<file path="src/verilog/sysBusPkg.sv">
`default_nettype none

package sysBusPkg;

    localparam int DATA_WIDTH   = 32;
    localparam int LED_WIDTH    = 16;
    localparam int SWITCH_WIDTH = 16;

    // one single-word request, master to decoder and decoder to device.
    typedef struct packed {
        logic                  req;
        logic                  we;
        logic [31:0]           addr;
        logic [DATA_WIDTH-1:0] wdata;
    } sbReq_t;

    // device code in addr[31:24].
    typedef enum logic [7:0] {
        SB_DEV_SWITCH = 8'h01,
        SB_DEV_LED    = 8'h02
    } sbDevice_e;

    // register offsets inside a device.
    typedef enum logic [23:0] {
        SB_REG_VALUE = 24'h00_0000,
        SB_REG_MODE  = 24'h00_0004,
        SB_REG_RESET = 24'h00_0024
    } sbReg_e;

endpackage

`default_nettype wire
</file>
<file path="src/verilog/periphSubsystem.sv">
`timescale 1ns/100ps
`default_nettype none

module periphSubsystem import sysBusPkg::*; #(
    parameter int BLINK_HALF = 10_000_000
) (
    input  logic                    clk_i,
    input  logic                    rst_i,
    input  sbReq_t                  busReq_i,
    output logic [DATA_WIDTH-1:0]   busRdata_o,
    input  logic [SWITCH_WIDTH-1:0] switches_i,
    output logic [LED_WIDTH-1:0]    led_o,
    output logic                    swIrq_o
);

    sbReq_t                ledReq;
    sbReq_t                swReq;
    logic [DATA_WIDTH-1:0] ledRdata;
    logic [DATA_WIDTH-1:0] swRdata;

    busDecoder u_decoder (
        .clk_i      (clk_i),
        .rst_i      (rst_i),
        .busReq_i   (busReq_i),
        .ledReq_o   (ledReq),
        .swReq_o    (swReq),
        .ledRdata_i (ledRdata),
        .swRdata_i  (swRdata),
        .busRdata_o (busRdata_o)
    );

    ledSbCtrl #(
        .BLINK_HALF (BLINK_HALF)
    ) u_led (
        .clk_i   (clk_i),
        .rst_i   (rst_i),
        .req_i   (ledReq),
        .rdata_o (ledRdata),
        .led_o   (led_o)
    );

    switchSbCtrl u_switch (
        .clk_i      (clk_i),
        .rst_i      (rst_i),
        .req_i      (swReq),
        .switches_i (switches_i),
        .rdata_o    (swRdata),
        .irq_o      (swIrq_o)
    );

endmodule

`default_nettype wire

</file>
<file path="src/verilog/switchSbCtrl.sv">
`timescale 1ns/100ps
`default_nettype none

module switchSbCtrl import sysBusPkg::*; (
    input  logic                    clk_i,
    input  logic                    rst_i,
    input  sbReq_t                  req_i,
    input  logic [SWITCH_WIDTH-1:0] switches_i,
    output logic [DATA_WIDTH-1:0]   rdata_o,
    output logic                    irq_o
);

    sbReg_e regSel;
    logic   rdAccept;
    logic   valueRd;
    logic   rstWr;
    logic   swChanged;

    logic [SWITCH_WIDTH-1:0] swMeta;
    logic [SWITCH_WIDTH-1:0] swSync;
    logic [SWITCH_WIDTH-1:0] swPrev;

    assign regSel   = sbReg_e'(req_i.addr[23:0]);
    assign rdAccept = req_i.req & ~req_i.we;
    assign valueRd  = rdAccept && regSel == SB_REG_VALUE;
    assign rstWr    = req_i.req && req_i.we && regSel == SB_REG_RESET
                      && req_i.wdata == DATA_WIDTH'(1);

    // switches are asynchronous to clk_i.
    always_ff @(posedge clk_i) begin
        if (rst_i) begin
            swMeta <= '0;
            swSync <= '0;
            swPrev <= '0;
        end else begin
            swMeta <= switches_i;
            swSync <= swMeta;
            swPrev <= swSync;
        end
    end

    assign swChanged = swSync != swPrev;

    // a fresh change wins over a clearing read.
    always_ff @(posedge clk_i) begin
        if (rst_i || rstWr) begin
            irq_o <= 1'b0;
        end else if (swChanged) begin
            irq_o <= 1'b1;
        end else if (valueRd) begin
            irq_o <= 1'b0;
        end
    end

    always_ff @(posedge clk_i) begin
        if (rst_i || rstWr) begin
            rdata_o <= '0;
        end else if (rdAccept) begin
            if (valueRd) begin
                rdata_o <= DATA_WIDTH'(swSync);
            end else begin
                rdata_o <= '0;    // no other readable register.
            end
        end
    end

endmodule

`default_nettype wire

</file>
<file path="src/verilog/ledSbCtrl.sv">
`timescale 1ns/100ps
`default_nettype none

module ledSbCtrl import sysBusPkg::*; #(
    parameter int BLINK_HALF = 10_000_000
) (
    input  logic                  clk_i,
    input  logic                  rst_i,
    input  sbReq_t                req_i,
    output logic [DATA_WIDTH-1:0] rdata_o,
    output logic [LED_WIDTH-1:0]  led_o
);

    typedef enum logic {
        MODE_STEADY = 1'b0,
        MODE_BLINK  = 1'b1
    } ledMode_e;

    // one blink period is lit half then dark half.
    localparam int               CNT_W    = $clog2(2 * BLINK_HALF);
    localparam logic [CNT_W-1:0] CNT_HALF = CNT_W'(BLINK_HALF);
    localparam logic [CNT_W-1:0] CNT_LAST = CNT_W'(2 * BLINK_HALF - 1);

    sbReg_e   regSel;
    logic     wrAccept;
    logic     rdAccept;
    logic     valueWr;
    logic     modeWr;
    logic     rstWr;
    logic     softRst;

    logic [LED_WIDTH-1:0] ledValue;
    ledMode_e             ledMode;
    logic [CNT_W-1:0]     blinkCnt;

    assign regSel   = sbReg_e'(req_i.addr[23:0]);
    assign wrAccept = req_i.req & req_i.we;
    assign rdAccept = req_i.req & ~req_i.we;

    // upper bits must be clear, else the write is dropped.
    assign valueWr = wrAccept && regSel == SB_REG_VALUE
                     && req_i.wdata[DATA_WIDTH-1:LED_WIDTH] == '0;
    assign modeWr  = wrAccept && regSel == SB_REG_MODE
                     && req_i.wdata[DATA_WIDTH-1:1] == '0;
    assign rstWr   = wrAccept && regSel == SB_REG_RESET
                     && req_i.wdata == DATA_WIDTH'(1);
    assign softRst = rst_i | rstWr;

    always_ff @(posedge clk_i) begin
        if (softRst) begin
            ledValue <= '0;
        end else if (valueWr) begin
            ledValue <= req_i.wdata[LED_WIDTH-1:0];
        end
    end

    always_ff @(posedge clk_i) begin
        if (softRst) begin
            ledMode <= MODE_STEADY;
        end else if (modeWr) begin
            ledMode <= ledMode_e'(req_i.wdata[0]);
        end
    end

    // restarts on every mode write.
    always_ff @(posedge clk_i) begin
        if (softRst || modeWr) begin
            blinkCnt <= '0;
        end else if (ledMode == MODE_BLINK) begin
            if (blinkCnt == CNT_LAST) begin
                blinkCnt <= '0;
            end else begin
                blinkCnt <= blinkCnt + 1'b1;
            end
        end
    end

    assign led_o = (ledMode == MODE_BLINK && blinkCnt >= CNT_HALF) ? '0 : ledValue;

    always_ff @(posedge clk_i) begin
        if (softRst) begin
            rdata_o <= '0;
        end else if (rdAccept) begin
            case (regSel)
                SB_REG_VALUE: rdata_o <= DATA_WIDTH'(ledValue);
                SB_REG_MODE:  rdata_o <= DATA_WIDTH'(ledMode);
                default:      rdata_o <= '0;
            endcase
        end
    end

endmodule

`default_nettype wire

</file>
<file path="src/verilog/busDecoder.sv">
`timescale 1ns/100ps
`default_nettype none

module busDecoder import sysBusPkg::*; (
    input  logic                  clk_i,
    input  logic                  rst_i,
    input  sbReq_t                busReq_i,
    output sbReq_t                ledReq_o,
    output sbReq_t                swReq_o,
    input  logic [DATA_WIDTH-1:0] ledRdata_i,
    input  logic [DATA_WIDTH-1:0] swRdata_i,
    output logic [DATA_WIDTH-1:0] busRdata_o
);

    sbDevice_e devSel;
    sbDevice_e rdDev;    // device of the last accepted read.
    logic      rdAccept;

    // forwards the request with the offset only; req only on a hit.
    function automatic sbReq_t routeReq(input sbReq_t req, input logic hit);
        sbReq_t fwd;
        fwd      = req;
        fwd.req  = req.req & hit;
        fwd.addr = {8'h00, req.addr[23:0]};
        return fwd;
    endfunction

    assign devSel   = sbDevice_e'(busReq_i.addr[31:24]);
    assign rdAccept = busReq_i.req & ~busReq_i.we;

    assign ledReq_o = routeReq(busReq_i, devSel == SB_DEV_LED);
    assign swReq_o  = routeReq(busReq_i, devSel == SB_DEV_SWITCH);

    // devices register their data on the same edge.
    always_ff @(posedge clk_i) begin
        if (rst_i) begin
            rdDev <= sbDevice_e'(8'h00);
        end else if (rdAccept) begin
            rdDev <= devSel;
        end
    end

    always_comb begin
        case (rdDev)
            SB_DEV_LED:    busRdata_o = ledRdata_i;
            SB_DEV_SWITCH: busRdata_o = swRdata_i;
            default:       busRdata_o = '0;    // unmapped device.
        endcase
    end

endmodule

`default_nettype wire

</file>
<file path="config.mk">
export PLATFORM = sky130hd
export DESIGN_NAME = periphSubsystem
export DESIGN_NICKNAME = d
export VERILOG_FILES = /design/src/verilog/sysBusPkg.sv /design/src/verilog/periphSubsystem.sv /design/src/verilog/switchSbCtrl.sv /design/src/verilog/ledSbCtrl.sv /design/src/verilog/busDecoder.sv
export SDC_FILE = /design/constraint.sdc
export NUM_CORES = 1
export LEC_CHECK = 0
export BUFFER_PORTS_ARGS = -buffer_cell sky130_fd_sc_hd__buf_2
export CAP_MARGIN = 5
export CORE_MARGIN = 4
export CORE_UTILIZATION = 60
export CTS_CLUSTER_DIAMETER = 50
export DETAILED_ROUTE_END_ITERATION = 10
export MAX_ROUTING_LAYER = met4
export PLACE_DENSITY = 0.85
export SYNTH_ARGS = -nofsm -noshare
export SYNTH_HDL_FRONTEND = slang
export SYNTH_HIERARCHICAL = 1
export SYNTH_SLANG_ARGS = --single-unit
</file>
<file path="constraint.sdc">
create_clock -name clk_i -period 5.9 [get_ports clk_i]
set_input_delay 0.59 -clock clk_i [delete_from_list [all_inputs] [get_ports clk_i]]
set_output_delay 0.59 -clock clk_i [all_outputs]
set_load 0.01 [all_outputs]
</file>
==> summary.txt, run 1 <==
Worst setup path
  – Critical path data required time: 6.14 ns
  – Element type at the critical path start: input port
  – Critical Path Fanout Max: 32
  – Setup Crit Path Kind: input port to register
  – Arrival time at the worst endpoint: 3.38 ns
  – Critical path endpoint category: register
  – Worst reg2reg path depth: 5

Detailed routing
  – Total via count in the routed design: 5,106
  – Detailed-route vias per instance: 5.526
  – First drt pass iteration count: 6
  – # DRC: 0
  – Average detailed-routed wire length per instance: 15.24 um
  – Detailed Route Iter0 Violations: 328
  – Antenna-violating nets left: 0
  – Total length of routed wires: 14,080 um

Logic synthesis
  – Area of the mapped netlist: 0.006869 mm^2
  – Number of instances in the synthesized netlist: 789
  – Yosys warns: 6
  – Mean Syn Cell Area: 8.706 um^2

Floorplanning
  – Number of cell rows: 38
  – Chip width: 115.0 um
  – Die Ht: 115.0 um
  – Initial Utilization: 62.27%
  – Core area: 0.01103 mm^2
  – Io pins: 133
  – Die footprint: 0.01322 mm^2

GRT
  – Wire length of the first global-routing pass: 23,030 um
  – GR Util All Layers: 22.16%
  – Global routing met2 resource utilization: 35.49%
  – Largest net degree at the start of global routing: 60
  – Most utilized layer in the global route result: met2
  – Number of antenna violations at the first check in global routing: 0
  – Vias in the first global route: 4,873
  – Met1 layer usage reported by global route: 26.23%
  – Total gr overflow: 0
  – Met3 Usage GRT: 5.474%

Hold path
  – Hold Crit Depth: 2
  – Hold Crit Class: input port to register

Clocking
  – Setup Fix Bufs, Post-CTS: 0
  – Insertion delay to the later sink of the worst-skew pair: 0.41 ns
  – Largest buffer count on any clock path: 2
  – Number of levels in the clock H-tree: 4
  – Register clock-pin slew on the reported worst setup and hold paths: 0.06 ns
  – CTS Buf Count: 17
  – Number of cells upsized or downsized after cts: 0
  – TritonCTS clock tree: yes
  – # hold bufs at CTS: 0
  – TritonCTS sink count: 131
  – Clock root buffer: sky130_fd_sc_hd__clkbuf_16

Power
  – Design Power: 0.002004 W
  – Max IR drop VDD: 0.1686 mV
  – Total leakage power: 2.700 nW
  – Power per Cell Area: 285.4 mW/mm^2

Timing
  – Worst clock skew: 0.008857 ns
  – Sum Neg Setup Slack: 0 ns
  – Slew @ Worst Pin: 1.219 ns
  – Fin crit period: 3.145 ns
  – Final Hold Fails: 0
  – RSZ-0062 raised after global routing: false
  – Worst-case headroom to the max-slew limit: 18.72%
  – Fin crit share: 53.30%
  – Slew Limit Fails: 0
  – Top achievable clock speed: 318.0 MHz
  – Final setup violation count: 0

Finish
  – Finished Cell Area: 0.007022 mm^2
  – Final #Nets: 857
  – Leading cell types in the layout, fill and taps excluded: 131 x sky130_fd_sc_hd__dfxtp_1, 116 x sky130_fd_sc_hd__buf_2, 89 x sky130_fd_sc_hd__nor2_1
  – Synthesis-to-layout area growth: 2.222%
  – Count of antenna diodes in the layout: 0
  – Proportion of layout cells with a drive suffix above 1: 20.92%
  – Most common library cell in the layout ignoring fill and taps: sky130_fd_sc_hd__dfxtp_1

Place
  – PortBufs: 116
  – Half-perimeter wire length after placement: 10,020 um
  – Routability-driven placement congestion ratio: 0.8900
  – Placed Instance Area: 0.006462 mm^2

Status
  – Run status: finished clean

Flow run
  – Max_cap viols: 0
power by group:
part | total [W] | leakage [nW] | switching (W) | internal [W]
Combinational | 0.000119 | 1.36 | 0.0000715 | 0.0000476
Sequential | 0.000910 | 1.06 | 0.00000860 | 0.000901
Clock | 0.000975 | 0.276 | 0.000420 | 0.000555
worst paths after layout:
path,startpoint,end,slack (ns)
setup / recovery,busReq_i[58],u_led/ledValue[2]$_SDFFE_PP0P_,2.76
setup reg to reg,u_led/blinkCnt[1]$_SDFFE_PP0P_,u_led/blinkCnt[18]$_SDFFE_PP0P_,3.50
hold reg to reg,u_switch/swMeta[1]$_SDFF_PP0_,u_switch/swSync[1]$_SDFF_PP0_,0.43
hold / removal,switches_i[12],u_switch/swMeta[12]$_SDFF_PP0_,0.38
flip-flops by register name, indices dropped and copies added, names as in the netlist:
signal,count
u_led/blinkCnt,25
u_led/ledValue,16
u_led/rdata_o,16
u_switch/rdata_o,16
u_switch/swMeta,16
u_switch/swPrev,16
u_switch/swSync,16
u_decoder/rdDev,8
u_led/ledMode,1
u_switch/irq_o,1
metal layers:
metal  share of wire, %  wire, um
met4                3.0       421
met5                  0         0
met1                 42      5874
met3                7.3      1023
met2                 48      6764
cell type report:
class | count | area [um^2]
multi-input cells | 494 | 3024
repair buffers | 121 | 618.1
clock buffers | 17 | 425.4
clock inverters | 15 | 133.9
well taps | 140 | 175.2
inverters | 6 | 22.52
fillers | 927 | 4009
flip-flops and latches | 131 | 2623
through the flow:
step | util [%] | instances | setup slack (ns) | hold slack [ns]
3_3_place_gp | 58.59 | 892 | 2.458 | 0.4209
2_1_floorplan | - | 819 | 3.292 | 0.4138
5_1_grt | 63.66 | 924 | 2.561 | 0.3712
3_5_place_dp | 58.59 | 892 | 2.412 | 0.4212
6_report | 63.66 | 924 | 2.755 | 0.3829
4_1_cts | 63.66 | 924 | 2.830 | 0.3672
worst max-delay path: stages:
cell                      delay [ns]
sky130_fd_sc_hd__buf_2          0.11
sky130_fd_sc_hd__nor4b_1        0.34
sky130_fd_sc_hd__nand2_1        0.12
sky130_fd_sc_hd__nor3b_1        0.36
sky130_fd_sc_hd__nand3_1        0.13
sky130_fd_sc_hd__or4_4          0.55
sky130_fd_sc_hd__o31ai_4        1.02
sky130_fd_sc_hd__nor2_1         0.16
(Power assumes the default switching activity.)
==> inputs of run 2 (changes only) <==
CORE_UTILIZATION = 56   (was 60)
PLACE_DENSITY = 0.81   (was 0.85)
clock period = 2.9 ns   (was 5.9 ns; I/O delays follow)
==> run 2 against run 1 <==
  * First-iteration DRC count is 16% lower
  * Total power is 110% higher
  * Routed wire length up 1.8%
  * Combinational power increased by 110%
  * Sequential power rose by 100%
  * Via count decreased by 1.4%
==> summary.txt, run 2 (synthesis results as in run 1) <==
Timing
  – Worst-case headroom to the max-slew limit: 42.39% (+24 points)
  – Slew Limit Fails: 0 (unchanged)
  – Sum Neg Setup Slack: 0 ns (unchanged)
  – Final setup violation count: 0 (unchanged)
  – RSZ-0062 raised after global routing: false
  – Slew @ Worst Pin: 0.8623 ns (-0.3569 ns)
  – Minimum hold slack: 0.07755 ns (-0.3053 ns)
  – Final Hold Fails: 0 (unchanged)
  – Fin crit period: 2.539 ns
  – Fin crit share: 87.54%
  – Top achievable clock speed: 393.9 MHz
  – Worst clock skew: 0.008158 ns (-0.0006985 ns)

Clocking
  – Largest buffer count on any clock path: 2 (unchanged)
  – TritonCTS sink count: 131 (unchanged)
  – Number of cells upsized or downsized after cts: 0 (unchanged)
  – Register clock-pin slew on the reported worst setup and hold paths: 0.07 ns (about the same)
  – Number of levels in the clock H-tree: 4 (unchanged)
  – Clock root buffer: sky130_fd_sc_hd__clkbuf_16
  – CTS Buf Count: 17 (unchanged)
  – Insertion delay to the later sink of the worst-skew pair: 0.42 ns (about the same)
  – TritonCTS clock tree: yes
  – Setup Fix Bufs, Post-CTS: 0 (unchanged)
  – # hold bufs at CTS: 0 (unchanged)

Finish
  – Leading cell types in the layout, fill and taps excluded: 131 x sky130_fd_sc_hd__dfxtp_1, 116 x sky130_fd_sc_hd__buf_2, 89 x sky130_fd_sc_hd__nor2_1
  – Area used by sequential logic in the layout: 0.002623 mm^2 (unchanged)
  – Most common library cell in the layout ignoring fill and taps: sky130_fd_sc_hd__dfxtp_1
  – Fill cell total of the finished layout: 1,049 (+13%)
  – Synthesis-to-layout area growth: 4.353%
  – Reg with most FFs: u_led/blinkCnt
  – Area of combinational cells with multiple inputs: 0.003024 mm^2 (unchanged)
  – Final #Nets: 866 (+1.1%)
  – Proportion of layout cells with a drive suffix above 1: 21.82% (+0.90 points)
  – Number of flip-flops under the largest register name: 25 (unchanged)

Worst setup path
  – Chain of cells forming the critical path: or4_1 > o31ai_1 > o21ai_0 > buf_4 > and2_1 > buf_2
  – Minimum setup slack among reg-to-reg paths: 0.57 ns (-2.93 ns)
  – Worst reg2reg path depth: 5 (unchanged)
  – Element type at the critical path start: register
  – Setup Crit Path Kind: register to output pin
  – Critical path data required time: 2.61 ns (-3.53 ns)
  – Worst r2r src: u_led/ledMode$_SDFFE_PP0P_
  – Largest incremental delay on the critical path: 0.53 ns (-0.49 ns)
  – Crit-path slowest cell: sky130_fd_sc_hd__or4_1
  – Critical Path Fanout Max: 16 (-50%)
  – Reg2reg end: u_led/blinkCnt[21]$_SDFFE_PP0P_
  – Arrival time at the worst endpoint: 2.25 ns (-1.13 ns)
  – Critical path endpoint category: output pin

Status
  – Run status: finished clean

Floorplanning
  – Initial Utilization: 57.19% (-5.1 points)
  – Core area: 0.01201 mm^2 (+8.9%)
  – Die footprint: 0.01410 mm^2 (+6.6%)
  – Number of cell rows: 40 (+5.3%)
  – Die Ht: 118.8 um (+3.3%)
  – Chip width: 118.8 um (+3.3%)
  – Io pins: 133 (unchanged)

Detailed routing
  – Total length of routed wires: 14,340 um (+1.8%)
  – Detailed-route vias per instance: 5.346 (-3.3%)
  – Antenna-violating nets left: 0 (unchanged)
  – Total via count in the routed design: 5,036 (-1.4%)
  – First drt pass iteration count: 5 (-1)
  – # DRC: 0 (unchanged)
  – Detailed Route Iter0 Violations: 277 (-16%)
  – Average detailed-routed wire length per instance: 15.22 um (-0.13%)

Power
  – Proportion of total power due to net switching: 25.41% (+0.45 points)
  – Cell internal pwr: 0.003181 W (+110%)
  – Share of power burned in registers: 43.4% (-2.0 points)
  – Max IR drop VDD: 0.3317 mV (+97%)
  – Total leakage power: 2.771 nW (+2.6%)
  – Switching power: 0.001084 W (+120%)
  – Proportion of power drawn by the clock network: 50.8% (+2.1 points)
  – Fraction of power consumed by combinational cells: 5.9% (about the same)
  – Power per Cell Area: 595.0 mW/mm^2 (+110%)

Place
  – Routability-driven placement congestion ratio: 0.9235 (+3.8%)
  – PortBufs: 116 (unchanged)
  – Half-perimeter wire length after placement: 10,300 um (+2.8%)

GRT
  – GR Util All Layers: 20.90% (-1.3 points)
  – Total gr overflow: 0 (unchanged)
  – Number of antenna violations at the first check in global routing: 2 (+2)
  – Vias in the first global route: 4,839 (-0.70%)
  – Wire length of the first global-routing pass: 23,470 um (+1.9%)
  – Largest net degree at the start of global routing: 50 (-17%)

Hold path
  – Worst Hold End: u_switch/swMeta[12]$_SDFF_PP0_
  – Hold Crit Class: input port to register
  – Startpoint of the tightest hold check path: switches_i[12]
  – Hold Crit Depth: 2 (unchanged)

Flow run
  – Max_cap viols: 0 (unchanged)
run 2: worst max-delay path by stage:
stage	start	to	slack [ns]	cells past startpoint
floorplan	busReq_i[58]	u_led/ledValue[10]$_SDFFE_PP0P_	0.59	8
global placement	busReq_i[58]	u_led/blinkCnt[19]$_SDFFE_PP0P_	0.33	9
detailed placement	busReq_i[58]	u_led/blinkCnt[13]$_SDFFE_PP0P_	0.26	9
CTS	u_led/blinkCnt[17]$_SDFFE_PP0P_	led_o[0]	0.36	6
global route	u_led/blinkCnt[17]$_SDFFE_PP0P_	led_o[0]	0.25	6
finish	u_led/blinkCnt[17]$_SDFFE_PP0P_	led_o[0]	0.36	6
run 2: final cells by class:
type,count,area share [%]
Multi-Input combinational cell,494,42.19
Sequential cell,131,36.59
Timing Repair Buffer,130,9.740
Clock buffer,17,5.935
Clock inverter,15,2.601
Tap cell,147,2.566
Inverter,6,0.3142
Antenna cell,2,0.06982
run 2: per-stage QoR:
stage               total power (W)  utilization, %  setup WS [ns]  cells  instance area [um^2]
finish                     0.004265           59.68         0.3613    942                  7168
global route               0.004400           59.68         0.2457    942                  7168
CTS                        0.004284           59.64         0.3560    940                  7163
detailed placement         0.002136           54.54         0.2634    908                  6551
global placement           0.002131           54.54         0.3287    908                  6551
floorplan                  0.002187               -         0.5923    819                  6982
run 2: power by group through the flow:
stage	Sequential, W	Clock [W]	Combinational (W)
2_1_floorplan	0.00188	0	0.000303
3_3_place_gp	0.00189	0	0.000243
3_5_place_dp	0.00189	0	0.000247
4_1_cts	0.00185	0.00219	0.000248
5_1_grt	0.00185	0.00227	0.000279
6_report	0.00185	0.00217	0.000250
run 2: worst max-delay path: cells and delay by family (launching register included):
family	cells	cell delay (ns)
AO/OA/AOI/OAI	2	0.39
buffers and inverters	2	0.35
flip-flops	1	0.37
AND/OR/NAND/NOR	2	0.72
run 2: per-layer routing:
metal	vias up	GRT usage (%)	share of wire, %
met3	22	5.263	6.7
met5	-	-	0
met1	2293	25.65	44
met4	0	7.314	2.1
li1	2527	-	-
met2	194	33.57	48
